[config.mk]
export PLATFORM = sky130hd
export DESIGN_NAME = dcache_miss_fsm
export DESIGN_NICKNAME = d
export VERILOG_FILES = /design/src/source/dcache_pkg.sv /design/src/source/dcache_miss_fsm.sv
export VERILOG_INCLUDE_DIRS = /design/src /design/src/source
export SDC_FILE = /design/constraint.sdc
export NUM_CORES = 1
export LEC_CHECK = 0
export ABC_AREA = 1
export BUFFER_PORTS_ARGS = -buffer_cell sky130_fd_sc_hd__buf_2
export CORE_MARGIN = 8
export CORE_UTILIZATION = 40
export DETAILED_ROUTE_END_ITERATION = 10
export PLACE_DENSITY = 0.7
export SLEW_MARGIN = 20
export SYNTH_ARGS = -nofsm -noshare
export SYNTH_HDL_FRONTEND = slang
export SYNTH_SLANG_ARGS = --single-unit
export TNS_END_PERCENT = 5
[constraint.sdc]
create_clock -name clk -period 15.9 [get_ports clk]
set_clock_uncertainty 0.15 [all_clocks]
set_input_delay 0.795 -clock clk [delete_from_list [all_inputs] [get_ports clk]]
set_output_delay 0.795 -clock clk [all_outputs]
set_load 0.005 [all_outputs]
[src/source/dcache_macros.svh]
/*
 * data cache geometry and bus constants
 * two-way, 16 sets, 16-byte lines, 32-bit physical address
 */
`ifndef DCACHE_MACROS_SVH
`define DCACHE_MACROS_SVH

`define DCACHE_WAY_NUM     2
`define DCACHE_IDX_WIDTH   4
`define DCACHE_BLOCK_SIZE  16
`define DCACHE_WORDS       (`DCACHE_BLOCK_SIZE / 4)
`define DCACHE_ADDR_WIDTH  32
`define DCACHE_OFS_WIDTH   4
`define DCACHE_TAG_WIDTH   (`DCACHE_ADDR_WIDTH - `DCACHE_IDX_WIDTH - `DCACHE_OFS_WIDTH)

// burst length field counts beats minus one
`define DCACHE_BURST_LEN   (`DCACHE_WORDS - 1)

// address slices
`define DCACHE_TAG_OF(a)   a[`DCACHE_ADDR_WIDTH-1 -: `DCACHE_TAG_WIDTH]
`define DCACHE_IDX_OF(a)   a[`DCACHE_OFS_WIDTH +: `DCACHE_IDX_WIDTH]
`define DCACHE_OFS_OF(a)   a[`DCACHE_OFS_WIDTH-1:0]
`define DCACHE_LINE_ALIGN(a) \
  {a[`DCACHE_ADDR_WIDTH-1:`DCACHE_OFS_WIDTH], {`DCACHE_OFS_WIDTH{1'b0}}}

`endif

[src/source/dcache_pkg.sv]
/*
 * data cache shared types
 * processor request and response, array payloads and bus channels
 */
`include "dcache_macros.svh"

package dcache_pkg;

  typedef enum logic {
    MEM_LOAD  = 1'b0,
    MEM_STORE = 1'b1
  } mem_op_e;

  typedef enum logic [2:0] {
    SIZE_B  = 3'd0,
    SIZE_H  = 3'd1,
    SIZE_W  = 3'd2,
    SIZE_BU = 3'd3,
    SIZE_HU = 3'd4
  } size_op_e;

  typedef logic [`DCACHE_ADDR_WIDTH-1:0] addr_t;
  typedef logic [`DCACHE_TAG_WIDTH-1:0]  tag_t;
  typedef logic [`DCACHE_IDX_WIDTH-1:0]  idx_t;
  typedef logic [`DCACHE_WORDS-1:0][31:0] line_t;

  typedef struct packed {
    logic        valid;
    addr_t       addr;
    mem_op_e     mem_op;
    size_op_e    size_op;
    logic [31:0] wdata;
  } dcache_req_t;

  typedef struct packed {
    logic        valid;
    mem_op_e     mem_op;
    logic [31:0] rdata;
  } dcache_rsp_t;

  typedef struct packed {
    logic valid;
    logic dirty;
  } meta_t;

  // pipe to miss engine
  typedef struct packed {
    addr_t line_addr;
    addr_t victim_addr;
    logic  victim_dirty;
    line_t victim_line;
  } miss_ctx_t;

  // ====================
  // bus channels
  // ====================
  typedef struct packed {
    logic       valid;
    addr_t      addr;
    logic [7:0] len;
  } axi_ax_t;

  typedef axi_ax_t axi_ar_t;
  typedef axi_ax_t axi_aw_t;

  typedef struct packed {
    logic        valid;
    logic [31:0] data;
    logic        last;
  } axi_beat_t;

  typedef axi_beat_t axi_w_t;
  typedef axi_beat_t axi_r_t;

endpackage

[src/source/dcache_miss_fsm.sv]
`timescale 1ns/1ps
`include "dcache_macros.svh"

/*
 * miss engine
 * writes back a dirty victim as a write burst, then refills the line by a read burst
 */
module dcache_miss_fsm (
  input  logic                   clk,
  input  logic                   rst_n,
  input  logic                   miss_start_i,
  input  dcache_pkg::miss_ctx_t  miss_ctx_i,
  output dcache_pkg::axi_ar_t    ar_o,
  input  logic                   ar_ready_i,
  output dcache_pkg::axi_aw_t    aw_o,
  input  logic                   aw_ready_i,
  output dcache_pkg::axi_w_t     w_o,
  input  logic                   w_ready_i,
  input  dcache_pkg::axi_r_t     r_i,
  output logic                   r_ready_o,
  output logic                   miss_busy_o,
  output logic                   refill_done_o,
  output dcache_pkg::line_t      refill_line_o
);
  import dcache_pkg::*;

  localparam int BEAT_W = $clog2(`DCACHE_WORDS);

  typedef enum logic [1:0] {
    S_IDLE,
    S_MISS,
    S_REPLACE,
    S_REFILL
  } state_e;

  state_e            state;
  state_e            state_nxt;
  miss_ctx_t         ctx_q;
  line_t             refill_buf;
  logic [BEAT_W-1:0] w_idx;
  logic [BEAT_W-1:0] r_idx;
  logic              wb_done;
  logic              aw_fire;
  logic              w_fire;
  logic              ar_fire;
  logic              r_fire;

  // ====================
  // bus channels
  // ====================
  always_comb begin
    aw_o.valid = state == S_MISS && ctx_q.victim_dirty;
    aw_o.addr  = ctx_q.victim_addr;
    aw_o.len   = 8'(`DCACHE_BURST_LEN);

    w_o.valid = state == S_REPLACE && !wb_done;
    w_o.data  = ctx_q.victim_line[w_idx];
    w_o.last  = w_idx == BEAT_W'(`DCACHE_WORDS - 1);

    // clean victim goes straight to the read, else after the last w beat
    ar_o.valid = (state == S_MISS && !ctx_q.victim_dirty) || (state == S_REPLACE && wb_done);
    ar_o.addr  = ctx_q.line_addr;
    ar_o.len   = 8'(`DCACHE_BURST_LEN);

    r_ready_o = state == S_REFILL;

    aw_fire = aw_o.valid && aw_ready_i;
    w_fire  = w_o.valid && w_ready_i;
    ar_fire = ar_o.valid && ar_ready_i;
    r_fire  = r_i.valid && r_ready_o;
  end

  assign miss_busy_o   = state != S_IDLE;
  assign refill_done_o = r_fire && r_i.last;

  // last beat goes straight into the line, no wait for the buffer
  always_comb begin
    refill_line_o        = refill_buf;
    refill_line_o[r_idx] = r_i.data;
  end

  always_comb begin
    state_nxt = state;
    case (state)
      S_IDLE: begin
        if (miss_start_i) begin
          state_nxt = S_MISS;
        end
      end
      S_MISS: begin
        if (aw_fire) begin
          state_nxt = S_REPLACE;
        end else if (ar_fire) begin
          state_nxt = S_REFILL;
        end
      end
      S_REPLACE: begin
        if (ar_fire) begin
          state_nxt = S_REFILL;
        end
      end
      S_REFILL: begin
        if (refill_done_o) begin
          state_nxt = S_IDLE;
        end
      end
      default: state_nxt = S_IDLE;
    endcase
  end

  always_ff @(posedge clk or negedge rst_n) begin
    if (!rst_n) begin
      state   <= S_IDLE;
      w_idx   <= '0;
      r_idx   <= '0;
      wb_done <= 1'b0;
    end else begin
      state <= state_nxt;
      if (state == S_MISS) begin
        w_idx   <= '0;
        r_idx   <= '0;
        wb_done <= 1'b0;
      end
      if (w_fire) begin
        w_idx <= w_idx + 1'b1;
        if (w_o.last) begin
          wb_done <= 1'b1;
        end
      end
      if (r_fire) begin
        r_idx <= r_idx + 1'b1;
      end
    end
  end

  // miss context and refill data
  always_ff @(posedge clk) begin
    if (miss_start_i && state == S_IDLE) begin
      ctx_q <= miss_ctx_i;
    end
    if (r_fire) begin
      refill_buf[r_idx] <= r_i.data;
    end
  end

endmodule

Yosys cells after proc, flatten, opt, wreduce, memory -nomap -nowiden --
Index checks and enable logic that the tools add are counted.
Word-level totals: register bits after elaboration 328, latch bits 0, bits in writable memories 0, memory bits (read-only) 0, bits of input ports 233, memories kept 0
Cells by class: add/subtract/negate cells 2, multiply operators 0, div/mod/pow operators 0, $lt $le $gt $ge 3, equal/unequal tests 6, shift operators 0, mux-type cells 16, bitwise gates (word level) 0, reduce and logical (&&, ||, !) cells 19
Operators with widths (number):
- $bwmux W128 | 1
- $bmux W32 S2 | 1
- $demux W32 S2 | 1
- $mux W32 | 2
- $mux W2 | 7
- $logic_and A1 B1 Y1 | 11
- $pmux W2 S4 | 1
- $eq A2 B2 Y1 const B | 3
- $lt A2 B3 Y1 const B | 2
- $reduce_bool A2 Y1 | 3
- $add A2 B1 Y2 const B | 2
- $mux W1 | 3
- $eq A2 B1 Y1 const B | 1
- $ge A2 B1 Y1 const B | 1
- $logic_not A1 Y1 | 2
- $logic_not A2 Y1 | 1
- $ne A2 B1 Y1 const B | 1
- $ne A2 B2 Y1 const B | 1
- $reduce_and A2 Y1 | 1
- $logic_or A1 B1 Y1 | 1

Longest topological paths before layout --
depth after elaboration 7, depth in mapped cells 8, gate-level depth less buffers 8

Least setup slack after synthesis --
No wires, ideal clock.
path type input-to-reg, start input port miss_start_i, end register ctx_q (netlist bit ar_o[10]), enable pin, library setup time 0.749 ns, data arrival time 8.783 ns, required time 15.001 ns, path slack 6.218 ns, stages on the path 2, path buffers 0, cells stage by stage inv_1 > nor2_1
Between the ends: word-level cells in the longest chain between the ends 1
Ends and longest elaborated chain:
- start: declaration | RTL line dcache_miss_fsm.sv:11 | input logic miss_start_i,
- $logic_and A1 B1 Y1 | RTL line dcache_miss_fsm.sv:138 | if (miss_start_i && state == S_IDLE) begin
- end signal: assignment | RTL line dcache_miss_fsm.sv:139 | ctx_q <= miss_ctx_i;
- end: declaration | RTL line dcache_miss_fsm.sv:38 | miss_ctx_t ctx_q;
Every way passes these cells. A chain may end at the register's enable or synchronous reset.

==> flow_summary.ini <==
[clock_tree]
cts_resized = 0
post_cts_buffers = 0
clockBufferDepth = 3
clock_latency_ns = 0.51
cts_htree_levels = 2
cts_made_buffers = 35
cts_tree = yes
path_clk_slew_ns = 0.06
cts.sinks = 328
cts_root_buf = clkbuf_16

[synth]
yosys.area.top_type = edfxtp_1
synth_area_leaders = edfxtp_1 (73%), mux2_2 (10%), buf_4 (5.3%)
synth_edf_count = 321
synth_most_common_cell = edfxtp_1
async_reset_ff_frac = 0.02134
synth.top_cell.area_share = 0.7335
synthTopCellsByCount = edfxtp_1 (321), mux2_2 (118), buf_4 (92)
syn_area_sq_um = 13140
ys_seq_area_frac = 0.7468
synth_top_flop_cell = edfxtp_1
syn_inst = 790
syn_avg_cell_area_sq_um = 16.63
yosysUniqueCellTypes = 24
synth-warning-count = 0
synth_seq_cells = 328

[setup_path]
path_class = flip-flop to output port
cp_max_fo = 34
r2r_slack_ns = 13.16
required_ns = 14.96
cp.arrival_ns = 2.61
crit_path_start_kind = flip-flop
crit_path_end_kind = output port

[routing]
drc_errors = 0
antenna_left = 0
drt_iter0_markers = 287
routed_wl_um = 34650
vias = 8033
wire_per_inst_um = 20.87
dr.pass1.iters = 4
avgViaCountPerCell = 4.839

[global_routing]
antenna_found_initial = 10
grt_pass1_wl_um = 50090
overflow = 0
grt_use_met1 = 0.1792
grt_pass1_vias = 8402
grt_max_degree = 194
use_met2 = 0.3025
gr-max-usage-layer = met2
grt_usage = 0.1680
met3_usage = 0.05605

[die]
io_pins = 480
die_area_sq_um = 38910
rows = 66
die_y_um = 197.3
core_sq_um = 32450
die_w_um = 197.3
start_util = 0.4049

[cells_and_area]
final_area_sq_um = 16390
finish.utilization = 0.5049
fin_nets = 1431
layoutNonFillerInstCount = 1660
area_growth_pct = 24.70
layout-drive-gt1-share = 0.5288

[power]
p_leak_nw = 6.397
power_density_nw_per_um2 = 172.3
total_power_mw = 2.824
ir_drop_mv = 0.09996

[sta]
post-route-period-util = 0.2235
timing.fmax_ghz = 0.2814
setup_violations = 0
rsz0062_at_grt = no
max_slew.worst_pin.slew_ns = 1.085
min_period_ns = 3.554
setup_ws_ns = 12.35
setup_tns_ns = 0
holdWs_ns = 0.3032
slew_headroom = 0.2764
maxSlewViolCount = 0
final_hold_viol_count = 0

[placed_design]
pre_cts_ws_ns = 12.84
numPortBuffers = 463
gp_congestion = 0.7823
placed_cells = 1597
placed_area_sq_um = 15290
dp_hpwl_um = 25350

[worst_hold_path]
hold_class = input pin to flip-flop

[status]
status = complete, no violations

[run]
cap_violations = 0
-- layer usage --
layer	vias to the layer above	share of wire
li1	3674	-
met1	3912	0.36
met2	355	0.51
met3	76	0.092
met4	16	0.033
met5	-	0.0027
-- cell families after synthesis --
kind of cell | count (synthesis) | share of synthesized area
simple gates | 96 | 0.02837
other cells | 2 | 0.0005715
buf+inv | 130 | 0.06798
flops | 328 | 0.7468
compound gates | 101 | 0.04180
fa+ha+maj | 5 | 0.004761
mux | 128 | 0.1097
-- area by class of cell --
type                    instances  area, sq um
diodes                          4        10.01
clock buffers                  42        902.1
clock inverters                16        175.2
fillers                      2758        16070
inverters                      14        57.56
multi-input cells             346         2504
flip-flops and latches        328         9816
well taps                     442        553.0
repair buffers                468         2370
-- sequential cells by signal, indices dropped and copies added (netlist names) --
signal / cells
wb_done: 1
state: 2
ctx_q: 129
w_idx: 2
r_idx: 2
aw_o: 32
ar_o: 32
refill_buf: 128
-- worst paths after layout --
kind                                  end      startpoint  depth (start not counted)
setup / recovery                  w_o[13]        w_idx[1]                          5
hold / removal                  ctx_q[91]  miss_ctx_i[91]                          1
setup reg to reg           refill_buf[29]        state[0]                          5
hold reg to reg                   wb_done         wb_done                          2
max in group asynchronous        r_idx[1]           rst_n                          2
min in group asynchronous         wb_done           rst_n                          2
-- critical path, cell delays in order (launching register included) --
cell     delay [ns]
dfrtp_1        0.37
buf_4          0.24
inv_1          0.77
o21ai_0        0.28
o22ai_1        0.26
buf_2          0.16
-- cell usage in the layout, fill, tap and decap left out, drive strengths merged, types with 7 or more instances in the layout --
master  instances
buf           467
dfrtp           7
o22ai          32
clkbuf         42
nor2           69
edfxtp        321
conb           16
mux2          128
nand2          22
inv            14
o21ai          69
clkinv         13
-- report_power, final --
group          internal (mW)  switching (mW)  total, mW
registers               1.18          0.0402       1.22
logic                  0.344           0.491      0.835
clock network          0.453           0.316      0.770
total                   1.98           0.848       2.82
-- what timing repair did --
action | CTS | global route
hold endpoints to repair | 7 | 0
hold buffers | 1 | 0
endpoints found under the setup margin | 0 | 0
No activity file was read; power rests on OpenSTA's default activity.
